===== src/source/resdmac_pkg.sv =====
// SCSI DMA controller definitions
package resdmac_pkg;

    localparam int ADDR_W = 5;                    // CPU word address, lines 6 to 2
    localparam int DATA_W = 32;                   // CPU data bus
    localparam int PD_W   = 16;                   // Peripheral data bus

    localparam int DAWR_W = 2;                    // Data acknowledge width
    localparam int WTC_W  = 24;                   // Word transfer count
    localparam int CNTR_W = 6;                    // Control register

    // Register map, word index
    localparam logic [ADDR_W-1:0] REG_DAWR    = 5'd0;
    localparam logic [ADDR_W-1:0] REG_WTC     = 5'd1;
    localparam logic [ADDR_W-1:0] REG_CNTR    = 5'd2;
    localparam logic [ADDR_W-1:0] REG_ST_DMA  = 5'd4;  // Strobe
    localparam logic [ADDR_W-1:0] REG_FLUSH   = 5'd5;  // Strobe
    localparam logic [ADDR_W-1:0] REG_CLR_INT = 5'd6;  // Strobe
    localparam logic [ADDR_W-1:0] REG_ISTR    = 5'd7;  // Read only
    localparam logic [ADDR_W-1:0] REG_SP_DMA  = 5'd15; // Strobe

    localparam logic [ADDR_W-1:0] PORT_CSS_BASE  = 5'd16; // 16..23
    localparam logic [ADDR_W-1:0] PORT_CSX0_BASE = 5'd24; // 24..27
    localparam logic [ADDR_W-1:0] PORT_CSX1_BASE = 5'd28; // 28..31

    localparam int CNTR_INTEN_BIT = 2;            // Interrupt enable
    localparam int ISTR_INT_F_BIT = 0;            // Latched interrupt while enabled
    localparam int ISTR_DMA_BIT   = 1;            // DMA active
    localparam int ISTR_INTB_BIT  = 3;
    localparam int ISTR_INTA_BIT  = 4;

    localparam int PORT_STROBE_MIN = 2;           // Min strobe low cycles
    localparam int PORT_CNT_W      = 2;
    localparam logic [PORT_CNT_W-1:0] STROBE_LAST = PORT_CNT_W'(PORT_STROBE_MIN - 1);

    typedef enum logic [3:0] {
        SEL_NONE, SEL_DAWR, SEL_WTC, SEL_CNTR, SEL_ST_DMA,
        SEL_FLUSH, SEL_CLR_INT, SEL_ISTR, SEL_SP_DMA
    } reg_sel_t;

    typedef enum logic [1:0] {
        PSEL_NONE, PSEL_CSS, PSEL_CSX0, PSEL_CSX1
    } port_sel_t;

    typedef struct packed {
        logic              req;
        logic              rw;                    // 1 = read
        logic [ADDR_W-1:0] addr;
        logic [DATA_W-1:0] wdata;
    } bus_req_t;

    typedef struct packed {
        logic              ack;
        logic [DATA_W-1:0] rdata;
    } bus_rsp_t;

    typedef struct packed {
        logic              wr;                    // Single cycle write or strobe
        reg_sel_t          sel;
        logic [DATA_W-1:0] wdata;
    } reg_acc_t;

    typedef struct packed {
        logic            req;
        logic            rw;
        port_sel_t       sel;
        logic [PD_W-1:0] wdata;
    } port_req_t;

    typedef struct packed {
        logic            ack;
        logic [PD_W-1:0] rdata;
    } port_rsp_t;

    typedef struct packed {
        logic css_n;
        logic csx0_n;
        logic csx1_n;
        logic ior_n;
        logic iow_n;
    } port_ctl_t;

endpackage

===== src/source/resdmac.sv =====
// SCSI DMA controller top level
`timescale 1ns/100ps

module resdmac
    import resdmac_pkg::*;
(
    input  logic            sclk,                 // CPU clock
    input  logic            rst_n,
    input  bus_req_t        cpu_req,
    output bus_rsp_t        cpu_rsp,
    input  logic            inta,
    input  logic            intb,
    output logic            int_n,                // To INT2
    output logic            dma_en_n,             // Address generator enable
    output port_ctl_t       port_ctl,
    output logic [PD_W-1:0] pd_out,
    output logic            pd_oe,
    input  logic [PD_W-1:0] pd_in,
    input  logic            iordy
);

    logic [ADDR_W-1:0] dec_addr;
    reg_sel_t          reg_sel;
    port_sel_t         port_sel;
    reg_acc_t          reg_acc;
    logic [DATA_W-1:0] reg_rdata;
    port_req_t         port_req;
    port_rsp_t         port_rsp;

    bus_cycle bus_cycle_i (
        .sclk      (sclk),
        .rst_n     (rst_n),
        .cpu_req   (cpu_req),
        .cpu_rsp   (cpu_rsp),
        .dec_addr  (dec_addr),
        .reg_sel   (reg_sel),
        .port_sel  (port_sel),
        .reg_acc   (reg_acc),
        .reg_rdata (reg_rdata),
        .port_req  (port_req),
        .port_rsp  (port_rsp)
    );

    addr_decoder addr_decoder_i (
        .addr     (dec_addr),
        .reg_sel  (reg_sel),
        .port_sel (port_sel)
    );

    ctrl_reg ctrl_reg_i (
        .sclk      (sclk),
        .rst_n     (rst_n),
        .reg_acc   (reg_acc),
        .inta      (inta),
        .intb      (intb),
        .reg_rdata (reg_rdata),
        .int_n     (int_n),
        .dma_en_n  (dma_en_n)
    );

    io_port io_port_i (
        .sclk     (sclk),
        .rst_n    (rst_n),
        .port_req (port_req),
        .port_rsp (port_rsp),
        .port_ctl (port_ctl),
        .pd_out   (pd_out),
        .pd_oe    (pd_oe),
        .pd_in    (pd_in),
        .iordy    (iordy)
    );

endmodule


===== src/source/bus_cycle.sv =====
// CPU bus cycle sequencer
`timescale 1ns/100ps

module bus_cycle
    import resdmac_pkg::*;
(
    input  logic              sclk,
    input  logic              rst_n,
    input  bus_req_t          cpu_req,
    output bus_rsp_t          cpu_rsp,
    output logic [ADDR_W-1:0] dec_addr,           // To decoder
    input  reg_sel_t          reg_sel,
    input  port_sel_t         port_sel,
    output reg_acc_t          reg_acc,
    input  logic [DATA_W-1:0] reg_rdata,
    output port_req_t         port_req,
    input  port_rsp_t         port_rsp
);

    typedef enum logic [2:0] {
        B_IDLE, B_DECODE, B_REG, B_PORT, B_DONE
    } bus_state_t;

    bus_state_t        state;
    logic              rw_q;
    logic [DATA_W-1:0] wdata_q;
    logic              is_strobe;

    assign is_strobe = (reg_sel == SEL_ST_DMA) || (reg_sel == SEL_FLUSH) ||
                       (reg_sel == SEL_CLR_INT) || (reg_sel == SEL_SP_DMA);

    // Request capture
    always_ff @(posedge sclk) begin
        if (state == B_IDLE && cpu_req.req) begin
            rw_q     <= cpu_req.rw;
            dec_addr <= cpu_req.addr;
            wdata_q  <= cpu_req.wdata;
        end
    end

    always_ff @(posedge sclk or negedge rst_n) begin
        if (!rst_n) begin
            state    <= B_IDLE;
            cpu_rsp  <= '0;
            reg_acc  <= '0;
            port_req <= '0;
        end else begin
            case (state)
                B_IDLE: begin
                    if (cpu_req.req) begin
                        state <= B_DECODE;
                    end
                end
                B_DECODE: begin
                    if (port_sel != PSEL_NONE) begin
                        state    <= B_PORT;
                        port_req <= '{req: 1'b1, rw: rw_q, sel: port_sel,
                                      wdata: wdata_q[PD_W-1:0]};
                    end else begin
                        state   <= B_REG;
                        reg_acc <= '{wr: ~rw_q | is_strobe, sel: reg_sel, wdata: wdata_q};
                    end
                end
                B_REG: begin
                    state         <= B_DONE;
                    reg_acc.wr    <= 1'b0;        // Single cycle write
                    reg_acc.sel   <= SEL_NONE;
                    cpu_rsp.ack   <= 1'b1;
                    cpu_rsp.rdata <= rw_q ? reg_rdata : '0;
                end
                B_PORT: begin
                    if (port_rsp.ack) begin
                        state         <= B_DONE;
                        port_req.req  <= 1'b0;
                        cpu_rsp.ack   <= 1'b1;
                        cpu_rsp.rdata <= rw_q ? DATA_W'(port_rsp.rdata) : '0; // Zero extend
                    end
                end
                default: begin
                    if (!cpu_req.req) begin       // Master ended the cycle
                        state       <= B_IDLE;
                        cpu_rsp.ack <= 1'b0;
                    end
                end
            endcase
        end
    end

endmodule


===== src/source/io_port.sv =====
// Peripheral port cycle engine
`timescale 1ns/100ps

module io_port
    import resdmac_pkg::*;
(
    input  logic            sclk,
    input  logic            rst_n,
    input  port_req_t       port_req,
    output port_rsp_t       port_rsp,
    output port_ctl_t       port_ctl,             // Active low pins
    output logic [PD_W-1:0] pd_out,
    output logic            pd_oe,
    input  logic [PD_W-1:0] pd_in,
    input  logic            iordy                 // High when device ready
);

    typedef enum logic [2:0] {
        P_IDLE, P_SETUP, P_STROBE, P_DONE, P_HOLD
    } port_state_t;

    port_state_t           state;
    logic [PORT_CNT_W-1:0] cnt;                   // Strobe low cycles
    logic                  strobe_end;

    assign strobe_end = (state == P_STROBE) && (cnt == STROBE_LAST) && iordy;

    always_ff @(posedge sclk or negedge rst_n) begin
        if (!rst_n) begin
            state        <= P_IDLE;
            cnt          <= '0;
            port_ctl     <= '1;                   // All deasserted
            pd_oe        <= 1'b0;
            port_rsp.ack <= 1'b0;
        end else begin
            case (state)
                P_IDLE: begin
                    if (port_req.req && (port_req.sel != PSEL_NONE)) begin
                        state           <= P_SETUP;
                        pd_oe           <= ~port_req.rw; // Drive bus on writes
                        port_ctl.css_n  <= (port_req.sel != PSEL_CSS);
                        port_ctl.csx0_n <= (port_req.sel != PSEL_CSX0);
                        port_ctl.csx1_n <= (port_req.sel != PSEL_CSX1);
                    end
                end
                P_SETUP: begin
                    state          <= P_STROBE;
                    cnt            <= '0;
                    port_ctl.ior_n <= ~port_req.rw;
                    port_ctl.iow_n <= port_req.rw;
                end
                P_STROBE: begin
                    if (strobe_end) begin
                        state          <= P_DONE;
                        port_ctl.ior_n <= 1'b1;
                        port_ctl.iow_n <= 1'b1;
                        pd_oe          <= 1'b0;
                        port_rsp.ack   <= 1'b1;
                        port_rsp.rdata <= pd_in;  // Latched as strobe rises
                    end else if (cnt != STROBE_LAST) begin
                        cnt <= cnt + 1'b1;        // Min width before iordy
                    end
                end
                P_DONE: begin
                    if (!port_req.req) begin      // Release on req low
                        state        <= P_HOLD;
                        port_ctl     <= '1;
                        port_rsp.ack <= 1'b0;
                    end
                end
                default: begin
                    state <= P_IDLE;              // Hold gap before next cycle
                end
            endcase
        end
    end

    // Write data register
    always_ff @(posedge sclk) begin
        if (state == P_IDLE && port_req.req) begin
            pd_out <= port_req.wdata;
        end
    end

endmodule


===== src/source/ctrl_reg.sv =====
// DMA control and status registers
`timescale 1ns/100ps

module ctrl_reg
    import resdmac_pkg::*;
(
    input  logic              sclk,
    input  logic              rst_n,
    input  reg_acc_t          reg_acc,            // From bus sequencer
    input  logic              inta,               // SCSI chip interrupt
    input  logic              intb,               // Spare interrupt
    output logic [DATA_W-1:0] reg_rdata,
    output logic              int_n,
    output logic              dma_en_n
);

    logic [DAWR_W-1:0] dawr;
    logic [WTC_W-1:0]  wtc;
    logic [CNTR_W-1:0] cntr;
    logic              inta_lat;
    logic              intb_lat;
    logic              dma_act;
    logic              int_f;
    logic              clr_int;
    logic [DATA_W-1:0] istr;

    assign clr_int  = reg_acc.wr && (reg_acc.sel == SEL_CLR_INT);
    assign int_f    = (inta_lat || intb_lat) && cntr[CNTR_INTEN_BIT]; // Gated by INTEN
    assign dma_en_n = ~dma_act;                   // Address generator enable

    always_comb begin
        istr                 = '0;
        istr[ISTR_INT_F_BIT] = int_f;
        istr[ISTR_DMA_BIT]   = dma_act;
        istr[ISTR_INTB_BIT]  = intb_lat;
        istr[ISTR_INTA_BIT]  = inta_lat;
    end

    always_ff @(posedge sclk or negedge rst_n) begin
        if (!rst_n) begin
            dawr     <= '0;
            wtc      <= '0;
            cntr     <= '0;
            inta_lat <= 1'b0;
            intb_lat <= 1'b0;
            dma_act  <= 1'b0;
            int_n    <= 1'b1;
        end else begin
            inta_lat <= inta || (inta_lat && !clr_int); // Live source wins over clear
            intb_lat <= intb || (intb_lat && !clr_int);
            int_n    <= ~int_f;                   // One register delay
            if (reg_acc.wr) begin
                case (reg_acc.sel)
                    SEL_DAWR:   dawr    <= reg_acc.wdata[DAWR_W-1:0];
                    SEL_WTC:    wtc     <= reg_acc.wdata[WTC_W-1:0];
                    SEL_CNTR:   cntr    <= reg_acc.wdata[CNTR_W-1:0];
                    SEL_ST_DMA: dma_act <= 1'b1;
                    SEL_SP_DMA: dma_act <= 1'b0;
                    SEL_FLUSH:  wtc     <= '0;    // FIFO flush resets count
                    default:    ;                 // ISTR read only, CLR_INT above
                endcase
            end
        end
    end

    // Read mux, strobes and holes return zero
    always_comb begin
        case (reg_acc.sel)
            SEL_DAWR: reg_rdata = DATA_W'(dawr);
            SEL_WTC:  reg_rdata = DATA_W'(wtc);
            SEL_CNTR: reg_rdata = DATA_W'(cntr);
            SEL_ISTR: reg_rdata = istr;
            default:  reg_rdata = '0;
        endcase
    end

endmodule


===== src/source/addr_decoder.sv =====
// Register and chip select decoder
`timescale 1ns/100ps

module addr_decoder
    import resdmac_pkg::*;
(
    input  logic [ADDR_W-1:0] addr,               // Latched word address
    output reg_sel_t          reg_sel,
    output port_sel_t         port_sel
);

    always_comb begin
        reg_sel  = SEL_NONE;                      // Default miss
        port_sel = PSEL_NONE;
        if (addr >= PORT_CSX1_BASE) begin         // Top window first
            port_sel = PSEL_CSX1;
        end else if (addr >= PORT_CSX0_BASE) begin
            port_sel = PSEL_CSX0;
        end else if (addr >= PORT_CSS_BASE) begin // SCSI chip window
            port_sel = PSEL_CSS;
        end else begin
            // Internal register space
            case (addr)
                REG_DAWR: begin
                    reg_sel = SEL_DAWR;
                end
                REG_WTC: begin
                    reg_sel = SEL_WTC;
                end
                REG_CNTR: begin
                    reg_sel = SEL_CNTR;
                end
                REG_ST_DMA: begin
                    reg_sel = SEL_ST_DMA;
                end
                REG_FLUSH: begin
                    reg_sel = SEL_FLUSH;
                end
                REG_CLR_INT: begin
                    reg_sel = SEL_CLR_INT;
                end
                REG_ISTR: begin
                    reg_sel = SEL_ISTR;
                end
                REG_SP_DMA: begin
                    reg_sel = SEL_SP_DMA;
                end
                default: begin
                    reg_sel = SEL_NONE;           // Unmapped hole
                end
            endcase
        end
    end

endmodule


===== config.mk =====
export PLATFORM = sky130hd
export DESIGN_NAME = resdmac
export DESIGN_NICKNAME = d
export VERILOG_FILES = /design/src/source/resdmac_pkg.sv /design/src/source/resdmac.sv /design/src/source/bus_cycle.sv /design/src/source/io_port.sv /design/src/source/ctrl_reg.sv /design/src/source/addr_decoder.sv
export SDC_FILE = /design/constraint.sdc
export NUM_CORES = 1
export LEC_CHECK = 0
export ABC_AREA = 1
export BUFFER_PORTS_ARGS = -buffer_cell sky130_fd_sc_hd__clkbuf_2
export CAP_MARGIN = 30
export CELL_PAD_IN_SITES_DETAIL_PLACEMENT = 2
export CELL_PAD_IN_SITES_GLOBAL_PLACEMENT = 2
export CORE_MARGIN = 8
export CORE_UTILIZATION = 36
export CTS_CLUSTER_DIAMETER = 120
export DETAILED_ROUTE_END_ITERATION = 7
export GPL_TIMING_DRIVEN = 0
export PLACE_DENSITY_LB_ADDON = 0.08
export SYNTH_ARGS = -nofsm -noshare
export SYNTH_HDL_FRONTEND = slang
export SYNTH_SLANG_ARGS = --single-unit

===== constraint.sdc =====
create_clock -name sclk -period 2.5 [get_ports sclk]
set_clock_uncertainty 0.15 [all_clocks]
set_input_delay 0.25 -clock sclk [delete_from_list [all_inputs] [get_ports sclk]]
set_output_delay 0.25 -clock sclk [all_outputs]
set_load 0.02 [all_outputs]

==> flow_summary.toml <==
[status]
status = "complete, no violations"

[worst_setup_path]
cp.required_ns = 2.70
crit_top_cell = "nand2_1"
criticalPathCategory = "reg -> reg"
crit_buf_inv = 3
worstPathArrival_ns = 2.46
end_kind = "flop"
slowest_stage = "dfrtp_1"
critPathTopFamily = "simple AND/OR/NAND/NOR gates"
critical-path-max-stage-delay_ns = 0.46
cp_cell_sequence = "inv_1 > nand3_1 > clkinvlp_4 > nand2_1 > nand2_1 > ha_1 > inv_1 > nand2_1 > nand2_1 > nor2_1"
worstSetupStartpointType = "flop"
critical_path.max_fanout = 8

[pwr]
p_per_area_mw_per_mm2 = 1135
ir_worst_vdd_v = 0.0005072
p_leak_nw = 4.531
finalPower_mw = 11.04

[clock_network]
cts_inserted_buffers = 17
clk_latency_ns = 0.45
cts.clk_slew.worst_paths_ns = 0.08
cts_buffer_depth = 2
numClockSinks = 191
cts-root-buf = "clkbuf_16"
cts_tree = "done"
cts_htree_levels = 4

[timing]
slew_viol_final = 0
post-route-period-util_pct = 90.40
period_needed_ns = 2.260
setup_ws_ns = 0.2400
rsz0062_at_grt = "false"
fmax_mhz = 442.5
finalHoldViolations = 0
setup_viol = 0
worstMarginPinSlew_ns = 0.6577
maxSlewHeadroom_pct = 56.15
finalSetupTns_ns = 0

[detailed_routing]
drc = 0
wl_per_cell_um = 18.38
dr.pass1.iters = 4
ant_nets = 0
top_layer_used = "met4"
routed_wl_mm = 22.23
met3_length_um = 751
first_iter_violations = 179
via_per_inst = 4.750
wl_met1_mm = 10.24
vias = 5743
met2_wirelength_mm = 10.96

[yosys]
yosys.area.top_type_share_pct = 39.03
yosys_warnings = 0
syn_inst = 734
synth_area_leaders = "dfrtp_1 39%, edfxtp_1 24%, nand2_1 9.1%"
synth_seq_cells = 191
synth.distinct_cells = 36
synth.avg_cell_area_um2 = 10.39
ys_seq_area_share_pct = 66.55
synth_area_mm2 = 0.007630
yosysTopAreaCell = "dfrtp_1"

[finish]
postLayoutCellArea_mm2 = 0.009729
fin_util_pct = 46.58
num_antenna_cells = 0
final_cell_mix = "185 x nand2_1, 119 x dfrtp_1, 100 x clkbuf_2"
final_nets = 983
layout_commonest_cell = "nand2_1"
nFillCells = 2201
multiInputGateArea_mm2 = 0.002077
seq_area_mm2 = 0.005077
drive_gt1_share_pct = 23.23
syn_to_final_growth_pct = 27.52

[global_routing]
grt_pass1_vias = 6541
antenna_found_initial = 0
grt-ovfl-total = 0
grt_pass1_wl_mm = 36.57
grt_start_max_net_pins = 65
grt_util_all_layers_pct = 17.89

[job]
drv_cap = 0

[placed_design]
port_buffers = 100
pre_cts_slack_ns = 0.1493
hpwl_mm = 15.69
place_congestion = 0.7528
dpl_cell_area_mm2 = 0.008589

[floorplan]
ios = 117
fp.dieW_um = 161.6
core-area_mm2 = 0.02089
rows = 53
fp.dieArea_mm2 = 0.02611
start_util_pct = 36.53
die_h_um = 161.6

[hold_path]
hold_class = "in -> async"
-- path summary, 6_finish.rpt --
check / endpoint / depth (start not counted) / slack (ns) / from
worst max-delay path: flop / 10 / 0.24 / bus_cycle_i.state[0]$_DFFE_PN0P_
worst min register to register: bus_cycle_i.reg_acc[19]$_DFFE_PN0P_ / 2 / 0.31 / bus_cycle_i.wdata_q[19]$_DFFE_PP_
worst min-delay path: io_port_i.cnt[0]$_DFFE_PN0P_ / 2 / 0.19 / rst_n
min in group sclk: bus_cycle_i.reg_acc[19]$_DFFE_PN0P_ / 2 / 0.31 / bus_cycle_i.wdata_q[19]$_DFFE_PP_
worst max register to register: flop / 10 / 0.24 / bus_cycle_i.state[0]$_DFFE_PN0P_
max in group asynchronous: io_port_i.port_ctl[4]$_DFFE_PN1P_ / 3 / 1.29 / rst_n
-- final cells by class --
type,count,area share [%]
plain buffers,32,2.019
repair buffers,161,11.74
clock buffers,17,4.372
multi-input cells,436,21.35
flip-flops and latches,191,52.19
clock inverters,15,1.595
inverters,82,3.202
well taps,275,3.537
-- power breakdown --
group / internal (mW) / switching, mW / total, mW
clock: 1.33 / 1.37 / 2.70
combinational: 1.09 / 2.24 / 3.32
sequential: 4.39 / 0.630 / 5.02
-- logic make-up (layout without fill, tap and decap cells) --
family | after synthesis | count (layout) | share of synthesized area (%)
AOI/OAI and AO/OA | 128 | 128 | 9.577
adders and majority gates | 2 | 2 | 0.3279
buffers and inverters | 114 | 307 | 6.609
DFF | 191 | 191 | 66.55
other | 1 | 8 | 0.04915
and+or+nand+nor | 298 | 298 | 16.89
-- registers in the layout, indices dropped and copies added, names as in the netlist, named ones only --
signal / flops
bus_cycle_i.cpu_rsp: 25
bus_cycle_i.dec_addr: 5
bus_cycle_i.port_req: 20
bus_cycle_i.reg_acc: 29
bus_cycle_i.rw_q: 1
bus_cycle_i.state: 3
bus_cycle_i.wdata_q: 24
ctrl_reg_i.cntr: 6
ctrl_reg_i.dawr: 2
ctrl_reg_i.dma_act: 1
ctrl_reg_i.int_n: 1
ctrl_reg_i.inta_lat: 1
ctrl_reg_i.intb_lat: 1
ctrl_reg_i.wtc: 24
io_port_i.cnt: 2
io_port_i.pd_oe: 1
io_port_i.pd_out: 16
io_port_i.port_ctl: 5
io_port_i.port_rsp: 17
io_port_i.state: 3
-- synth_stat cells (all sizes together) --
cell	n
edfxtp	62
nor2b	1
or2	10
ha	2
o21a	1
a21oi	6
dfstp	6
nand4	3
nor3b	1
a31oi	1
o21bai	2
clkinv	1
conb	1
dfxtp	4
o211ai	3
buf	22
dfrtp	119
nand3	49
nor2	41
inv	81
nand2	187
o22ai	2
nor3	6
o21ai	113
clkbuf	10
-- metal layers --
metal / up-vias / GRT usage (%)
li1: 2743 / -
met1: 2878 / 22.56
met2: 101 / 30.06
met3: 21 / 3.970
met4: 0 / 5.682
met5: - / 0
-- what timing repair did --
action,CTS,global route
endpoints found under the hold margin,110,0
endpoints found under the setup margin,0,1
hold buffers,51,0
setup buffers,0,6
resized for setup,0,1
-- through the flow --
| step | hold slack, ns | std cells |
|---|---|---|
| CTS | 0.2191 | 1203 |
| finish | 0.1885 | 1209 |
| global placement | 0.2770 | 1116 |
| floorplan | -0.1956 | 741 |
| global route | 0.2372 | 1209 |
| detailed placement | 0.1351 | 1120 |
Power figures use the tool's default switching activity.
